--- config.mk ---
export PLATFORM = sky130hd
export DESIGN_NAME = mem2axi
export DESIGN_NICKNAME = d
export VERILOG_FILES = /design/src/m2a_pkg.sv /design/src/rd_ctrl.sv /design/src/rd_line_assembler.sv /design/src/wr_ctrl.sv /design/src/wr_beat_slicer.sv /design/src/mem2axi.sv
export SDC_FILE = /design/constraint.sdc
export NUM_CORES = 1
export LEC_CHECK = 0
export BUFFER_PORTS_ARGS = -buffer_cell sky130_fd_sc_hd__buf_4
export CAP_MARGIN = 20
export CORE_AREA = 2 2 287 289
export CTS_CLUSTER_SIZE = 14
export DETAILED_ROUTE_END_ITERATION = 6
export DIE_AREA = 0 0 289 291
export GPL_TIMING_DRIVEN = 1
export PLACE_DENSITY_LB_ADDON = 0.3
export SKIP_CTS_REPAIR_TIMING = 1
export SYNTH_ARGS = -nofsm -noshare
export SYNTH_HDL_FRONTEND = slang
export SYNTH_SLANG_ARGS = --single-unit
--- constraint.sdc ---
create_clock -name clk -period 13.52 [get_ports clk]
set_clock_uncertainty 0.2 [all_clocks]
set_input_delay 2.028 -clock clk [delete_from_list [all_inputs] [get_ports clk]]
set_output_delay 2.028 -clock clk [all_outputs]
set_load 0.005 [all_outputs]
--- src/m2a_pkg.sv ---
package m2a_pkg;

    ////////////////////
    // widths
    ////////////////////
    localparam int unsigned ADDR_W     = 32;
    localparam int unsigned WORD_W     = 32;
    localparam int unsigned LINE_WORDS = 8;
    localparam int unsigned LINE_W     = LINE_WORDS * WORD_W;
    localparam int unsigned SIZE_W     = 6;
    localparam int unsigned CNT_W      = $clog2(LINE_WORDS);
    localparam int unsigned WORD_BYTES = 4;

    typedef logic [SIZE_W-1:0] size_code_t;
    typedef logic [CNT_W-1:0]  word_idx_t;
    typedef logic [ADDR_W-1:0] addr_t;
    typedef logic [WORD_W-1:0] word_t;
    typedef logic [LINE_W-1:0] line_t;

    ////////////////////
    // memory bus requests
    ////////////////////
    typedef struct packed {
        addr_t      addr;
        size_code_t size;
    } rd_req_t;

    typedef struct packed {
        addr_t      addr;
        size_code_t size;
        line_t      data;
    } wr_req_t;

    ////////////////////
    // axi channel payloads
    ////////////////////
    typedef struct packed {
        addr_t addr;
    } axi_addr_t;

    typedef struct packed {
        word_t data;
        logic  last;
    } axi_r_t;

    typedef struct packed {
        word_t data;
        logic  last;
    } axi_w_t;

    // index of the final word for a size code
    function automatic word_idx_t beat_count(input size_code_t size);
        word_idx_t last;
        case (size)
            6'h00, 6'h01, 6'h03: last = 3'd0;
            6'h07:               last = 3'd1;
            6'h0f:               last = 3'd3;
            6'h1f:               last = 3'd7;
            // 64 byte code would not fit a line
            default:             last = 3'd0;
        endcase
        return last;
    endfunction

endpackage

--- src/rd_ctrl.sv ---
`timescale 1ns/100ps

module rd_ctrl (
    input  logic               clk,
    input  logic               rst_n,
    input  logic               r_req_i,
    input  m2a_pkg::rd_req_t   r_req_data_i,
    output logic               r_rdy_o,
    output logic               ar_valid_o,
    output m2a_pkg::axi_addr_t ar_payload_o,
    input  logic               ar_ready_i,
    input  logic               r_valid_i,
    output logic               r_ready_o,
    output logic               beat_o,
    output m2a_pkg::word_idx_t beat_idx_o,
    output logic               beat_last_o
);

    m2a_pkg::rd_req_t   req_q;
    m2a_pkg::word_idx_t last_idx;
    m2a_pkg::word_idx_t ar_cnt_q;
    m2a_pkg::word_idx_t r_cnt_q;
    logic               ar_pend_q;
    logic               r_pend_q;
    logic               accept;
    logic               ar_fire;
    logic               r_fire;

    // idle once both channels have finished
    assign r_rdy_o  = !ar_pend_q && !r_pend_q;
    assign accept   = r_req_i && r_rdy_o;
    assign last_idx = m2a_pkg::beat_count(req_q.size);

    always_ff @(posedge clk) begin
        if (accept) begin
            req_q <= r_req_data_i;
        end
    end

    ////////////////////
    // ar issue
    ////////////////////
    assign ar_fire = ar_pend_q && ar_ready_i;

    always_ff @(posedge clk) begin
        if (!rst_n) begin
            ar_pend_q <= 1'b0;
            ar_cnt_q  <= '0;
        end else if (accept) begin
            ar_pend_q <= 1'b1;
            ar_cnt_q  <= '0;
        end else if (ar_fire) begin
            if (ar_cnt_q == last_idx) begin
                ar_pend_q <= 1'b0;
            end else begin
                ar_cnt_q <= ar_cnt_q + 1'b1;
            end
        end
    end

    assign ar_valid_o        = ar_pend_q;
    // one word per beat
    assign ar_payload_o.addr = req_q.addr + m2a_pkg::addr_t'(ar_cnt_q) * m2a_pkg::WORD_BYTES;

    ////////////////////
    // r beat count
    ////////////////////
    // beats may overlap the ar issue
    assign r_fire = r_pend_q && r_valid_i;

    always_ff @(posedge clk) begin
        if (!rst_n) begin
            r_pend_q <= 1'b0;
            r_cnt_q  <= '0;
        end else if (accept) begin
            r_pend_q <= 1'b1;
            r_cnt_q  <= '0;
        end else if (r_fire) begin
            if (r_cnt_q == last_idx) begin
                r_pend_q <= 1'b0;
            end else begin
                r_cnt_q <= r_cnt_q + 1'b1;
            end
        end
    end

    assign r_ready_o = r_pend_q;

    // strobe and slot for the assembler
    assign beat_o      = r_fire;
    assign beat_idx_o  = r_cnt_q;
    assign beat_last_o = (r_cnt_q == last_idx);

endmodule

--- src/rd_line_assembler.sv ---
`timescale 1ns/100ps

module rd_line_assembler (
    input  logic               clk,
    input  logic               rst_n,
    input  logic               beat_i,
    input  m2a_pkg::word_idx_t beat_idx_i,
    input  logic               beat_last_i,
    input  m2a_pkg::word_t     r_data_i,
    output m2a_pkg::line_t     re_data_o,
    output logic               re_valid_o
);

    // line viewed as word slots with word 0 lowest
    m2a_pkg::word_t [m2a_pkg::LINE_WORDS-1:0] slots_q;
    logic                                     valid_q;

    ////////////////////
    // slot writes
    ////////////////////
    // untouched slots keep the previous line
    always_ff @(posedge clk) begin
        if (!rst_n) begin
            slots_q <= '0;
        end else if (beat_i) begin
            slots_q[beat_idx_i] <= r_data_i;
        end
    end

    ////////////////////
    // completion
    ////////////////////
    // one cycle after the final word lands
    always_ff @(posedge clk) begin
        if (!rst_n) begin
            valid_q <= 1'b0;
        end else begin
            valid_q <= beat_i && beat_last_i;
        end
    end

    assign re_data_o  = slots_q;
    assign re_valid_o = valid_q;

endmodule

--- src/wr_ctrl.sv ---
`timescale 1ns/100ps

module wr_ctrl (
    input  logic               clk,
    input  logic               rst_n,
    input  logic               iw_req_i,
    input  m2a_pkg::wr_req_t   iw_req_data_i,
    output logic               iw_rdy_o,
    output logic               aw_valid_o,
    output m2a_pkg::axi_addr_t aw_payload_o,
    input  logic               aw_ready_i,
    output logic               start_o,
    output m2a_pkg::line_t     line_o,
    output m2a_pkg::word_idx_t last_idx_o,
    input  logic               w_done_i
);

    m2a_pkg::wr_req_t   req_q;
    m2a_pkg::word_idx_t last_idx;
    m2a_pkg::word_idx_t aw_cnt_q;
    logic               aw_pend_q;
    logic               accept;
    logic               aw_fire;

    // idle needs the aw side and the w side both finished
    assign iw_rdy_o = !aw_pend_q && w_done_i;
    assign accept   = iw_req_i && iw_rdy_o;
    assign last_idx = m2a_pkg::beat_count(req_q.size);

    always_ff @(posedge clk) begin
        if (accept) begin
            req_q <= iw_req_data_i;
        end
    end

    ////////////////////
    // aw issue
    ////////////////////
    assign aw_fire = aw_pend_q && aw_ready_i;

    always_ff @(posedge clk) begin
        if (!rst_n) begin
            aw_pend_q <= 1'b0;
            aw_cnt_q  <= '0;
        end else if (accept) begin
            aw_pend_q <= 1'b1;
            aw_cnt_q  <= '0;
        end else if (aw_fire) begin
            // pend drops once the final address has moved
            if (aw_cnt_q == last_idx) begin
                aw_pend_q <= 1'b0;
            end else begin
                aw_cnt_q <= aw_cnt_q + 1'b1;
            end
        end
    end

    assign aw_valid_o        = aw_pend_q;
    assign aw_payload_o.addr = req_q.addr + m2a_pkg::addr_t'(aw_cnt_q) * m2a_pkg::WORD_BYTES;

    ////////////////////
    // slicer hand-off
    ////////////////////
    // start lines up with the request latch so w_valid rises with aw_valid
    assign start_o    = accept;
    assign line_o     = req_q.data;
    assign last_idx_o = last_idx;

endmodule

--- src/wr_beat_slicer.sv ---
`timescale 1ns/100ps

module wr_beat_slicer (
    input  logic               clk,
    input  logic               rst_n,
    input  logic               start_i,
    input  m2a_pkg::line_t     line_i,
    input  m2a_pkg::word_idx_t last_idx_i,
    output logic               w_valid_o,
    output m2a_pkg::axi_w_t    w_payload_o,
    input  logic               w_ready_i,
    output logic               w_done_o
);

    m2a_pkg::word_t [m2a_pkg::LINE_WORDS-1:0] words;
    m2a_pkg::word_idx_t                       w_cnt_q;
    logic                                     w_valid_q;
    logic                                     w_done_q;
    logic                                     w_fire;
    logic                                     at_last;

    assign words   = line_i;
    assign w_fire  = w_valid_q && w_ready_i;
    assign at_last = (w_cnt_q == last_idx_i);

    ////////////////////
    // beat counter
    ////////////////////
    // idle counts as done so the write side starts ready
    always_ff @(posedge clk) begin
        if (!rst_n) begin
            w_valid_q <= 1'b0;
            w_done_q  <= 1'b1;
            w_cnt_q   <= '0;
        end else if (start_i) begin
            w_valid_q <= 1'b1;
            w_done_q  <= 1'b0;
            w_cnt_q   <= '0;
        end else if (w_fire) begin
            if (at_last) begin
                w_valid_q <= 1'b0;
                w_done_q  <= 1'b1;
            end else begin
                w_cnt_q <= w_cnt_q + 1'b1;
            end
        end
    end

    ////////////////////
    // word select
    ////////////////////
    assign w_valid_o        = w_valid_q;
    assign w_payload_o.data = words[w_cnt_q];
    assign w_payload_o.last = at_last;
    assign w_done_o         = w_done_q;

endmodule

--- src/mem2axi.sv ---
`timescale 1ns/100ps

module mem2axi (
    input  logic               clk,
    input  logic               rst_n,

    // memory read side
    input  logic               r_req,
    input  m2a_pkg::rd_req_t   r_req_data,
    output logic               r_rdy,
    output m2a_pkg::line_t     re_data,
    output logic               re_valid,

    // memory write side
    input  logic               iw_req,
    input  m2a_pkg::wr_req_t   iw_req_data,
    output logic               iw_rdy,

    // axi read
    output logic               ar_valid,
    output m2a_pkg::axi_addr_t ar_payload,
    input  logic               ar_ready,
    input  logic               r_valid,
    input  m2a_pkg::axi_r_t    r_payload,
    output logic               r_ready,

    // axi write
    output logic               aw_valid,
    output m2a_pkg::axi_addr_t aw_payload,
    input  logic               aw_ready,
    output logic               w_valid,
    output m2a_pkg::axi_w_t    w_payload,
    input  logic               w_ready
);

    logic               rd_beat;
    m2a_pkg::word_idx_t rd_beat_idx;
    logic               rd_beat_last;

    logic               wr_start;
    m2a_pkg::line_t     wr_line;
    m2a_pkg::word_idx_t wr_last_idx;
    logic               wr_w_done;

    ////////////////////
    // read path
    ////////////////////
    rd_ctrl u_rd_ctrl (
        .clk          (clk),
        .rst_n        (rst_n),
        .r_req_i      (r_req),
        .r_req_data_i (r_req_data),
        .r_rdy_o      (r_rdy),
        .ar_valid_o   (ar_valid),
        .ar_payload_o (ar_payload),
        .ar_ready_i   (ar_ready),
        .r_valid_i    (r_valid),
        .r_ready_o    (r_ready),
        .beat_o       (rd_beat),
        .beat_idx_o   (rd_beat_idx),
        .beat_last_o  (rd_beat_last)
    );

    // every beat is single, so the r last bit carries nothing
    rd_line_assembler u_rd_line_assembler (
        .clk         (clk),
        .rst_n       (rst_n),
        .beat_i      (rd_beat),
        .beat_idx_i  (rd_beat_idx),
        .beat_last_i (rd_beat_last),
        .r_data_i    (r_payload.data),
        .re_data_o   (re_data),
        .re_valid_o  (re_valid)
    );

    ////////////////////
    // write path
    ////////////////////
    wr_ctrl u_wr_ctrl (
        .clk           (clk),
        .rst_n         (rst_n),
        .iw_req_i      (iw_req),
        .iw_req_data_i (iw_req_data),
        .iw_rdy_o      (iw_rdy),
        .aw_valid_o    (aw_valid),
        .aw_payload_o  (aw_payload),
        .aw_ready_i    (aw_ready),
        .start_o       (wr_start),
        .line_o        (wr_line),
        .last_idx_o    (wr_last_idx),
        .w_done_i      (wr_w_done)
    );

    wr_beat_slicer u_wr_beat_slicer (
        .clk         (clk),
        .rst_n       (rst_n),
        .start_i     (wr_start),
        .line_i      (wr_line),
        .last_idx_i  (wr_last_idx),
        .w_valid_o   (w_valid),
        .w_payload_o (w_payload),
        .w_ready_i   (w_ready),
        .w_done_o    (wr_w_done)
    );

endmodule

==> results_dict.tcl <==
set metrics [dict create \
    worstPathRequired_ns 11.29 \
    insertion_delay_ns 0.61 \
    hold_ws_ns 0.2532 \
    die_h_um 291 \
    setup_tns_ns 0 \
    grt_max_degree 149 \
    antenna_left 0 \
    worst_slew_pin_slew_ns 1.101 \
    cts_buffer_depth 3 \
    grt_pass1_wl_um 109000 \
    ir_drop_v 0.00009712 \
    yosys_warnings 0 \
    ys_seq_elements 606 \
    drtIter0Drc 982 \
    cp_max_fo 37 \
    fin_crit_ns 5.436 \
    start_util_pct 29.55 \
    crit_path_end_kind "output port" \
    wire_per_inst_um 20.25 \
    slowest_delay_ns 0.76 \
    min_from "u_rd_line_assembler.re_data_o[33]" \
    synth_cell_types 56 \
    core_area_sq_um 81190 \
    crit_path_frequent_cell "buf_4" \
    async_reset_ff_share_pct 0 \
    port_buffers 731 \
    pin_count 733 \
    hold_class "reg2reg" \
    synth_edf_count 332 \
    gr-total-overflow 0 \
    yosysSeqAreaShare_pct 64.41 \
    drive_gt1_share_pct 37.06 \
    syn_to_final_growth_pct 35.17 \
    cp_slowest_cell "dfxtp_4" \
    vias 17100 \
    status "complete, no violations" \
    path_cells "buf_4 > mux4_2 > mux2_2 > buf_4" \
    syn_avg_cell_area_sq_um 12.60 \
    ys.flop_type "edfxtp_1" \
    via_per_inst 4.619 \
    crit_family "multiplexers" \
    final-hold-violation-count 0 \
    synthTopCellsByArea "edfxtp_1 (42%), dfxtp_1 (23%), nand2_1 (8.5%)" \
    track_usage_pct 17.24 \
    final_core_util_pct 39.95 \
    grt_pass1_vias 17530 \
    post-route-drc-count 0 \
    synth_nets 2289 \
    setup.worst_path.start "u_wr_beat_slicer.w_cnt_q[0]" \
    numCtsBuffers 69 \
    rsz0062_at_grt "no" \
    nets 2966 \
    critPathLaunchType "register" \
    routed_wl_um 74970 \
    htree_num_levels 3 \
    dieArea_sq_um 84100 \
    clkTransAtPathRegs_ns 0.06 \
    crit_type "reg2out" \
    r2r-start "u_wr_ctrl.aw_valid_o" \
    cts.sinks 606 \
    cts_root_buf "clkbuf_16" \
    antenna_found_initial 6 \
    power_density_nw_per_um2 129.4 \
    synth_area_sq_um 24000 \
    netlist_instances 1904 \
    place_area_sq_um 30250 \
    cp.arrival_ns 3.21 \
    synthTopCellsByCount "nand2_1 (546), edfxtp_1 (332), dfxtp_1 (274)" \
    drv_cap 0 \
    fmax_ghz 0.1840 \
    routabilityCongestion 0.8091 \
    setup_viol 0 \
    cts_tree "done" \
    fin_area_sq_um 32430 \
    die_w_um 289 \
    dp.final_hpwl_um 54300 \
    rows 105 \
    max-slew-margin-rel_pct 26.59 \
    finalMaxSlewViolations 0 \
    period_share_pct 40.21 \
    synth_top_cell_area_share_pct 41.55 \
    crit_buf_inv 2 \
    synth_area_leader_cell "edfxtp_1" \
    p_leak_nw 12.09 \
    synth_most_common_cell "nand2_1" \
    dr.pass1.iters 5 \
]
-- through the flow --
step	total power, mW	setup WS, ns	std cells
3_3_place_gp	2.405	8.069	3580
6_report	4.198	8.084	3703
2_1_floorplan	2.255	4.753	1904
4_1_cts	4.259	7.913	3701
3_5_place_dp	2.415	7.942	3580
5_1_grt	4.351	7.830	3702
-- registers in the layout, summed over array words and instances (netlist names), 3 cells and up --
register	count
u_rd_line_assembler.re_data_o	256
u_wr_ctrl.line_o	256
u_rd_ctrl.req_q	38
u_wr_ctrl.req_q	38
u_rd_ctrl.ar_cnt_q	3
u_rd_ctrl.beat_idx_o	3
u_wr_beat_slicer.w_cnt_q	3
u_wr_ctrl.aw_cnt_q	3
-- routing by layer --
layer	GRT usage, %	up-vias	part of all wire [%]
met1	19.66	8242	38
met3	5.517	148	9.3
met2	29.53	682	49
met5	0	-	0.031
li1	-	8027	-
met4	7.254	4	3.5
-- report_power, final --
| part | switching [mW] | internal (mW) |
|---|---|---|
| registers | 0.0347 | 2.05 |
| logic | 0.139 | 0.150 |
| clock network | 0.771 | 1.05 |
| total | 0.945 | 3.25 |
-- worst reg2reg max path, cell delays in order, from the launching register on --
cell and delay [ns]:
dfxtp_1 0.34, nor2b_1 0.18, nand2_1 0.26, inv_8 0.68, buf_4 0.84, buf_4 1.00
-- area by class of cell --
cell class	count	area (sq um)
Clock inverter	32	329.1
Inverter	6	30.03
Sequential cell	606	15460
Timing Repair Buffer	751	5642
Antenna cell	2	5.005
Multi-Input combinational cell	1147	7772
Fill cell	7712	48760
Tap cell	1070	1339
Clock buffer	89	1854
-- cells by family (layout without fill, tap and decap cells) --
family / after synthesis / after routing / synth area share [%]
compound gates: 288 / 288 / 8.932
buf+inv: 151 / 878 / 3.358
fa+ha+maj: 12 / 12 / 0.6883
flops: 606 / 606 / 64.41
xor+xnor: 64 / 64 / 2.367
other cells: 0 / 2 / 0
simple gates: 683 / 683 / 12.57
mux: 100 / 100 / 7.675
-- layout by cell type, fill, tap and decap left out, drive strengths merged, types with 17 or more instances in the layout --
master,instances
mux4,64
xnor2,41
xor2,23
nand2,546
nor2,20
a21boi,256
nor3,17
buf,751
clkinv,21
dfxtp,274
nand3,27
mux2,32
clkbuf,89
edfxtp,332
-- worst paths after layout --
kind                                       end  slack (ns)  cells after the start
max                              w_payload[31]        8.08                      4
min reg2reg  u_rd_line_assembler.re_data_o[33]        0.25                      2
min          u_rd_line_assembler.re_data_o[33]        0.25                      2
max reg2reg               u_wr_ctrl.line_o[25]        9.57                      5
(Power assumes the default switching activity.)
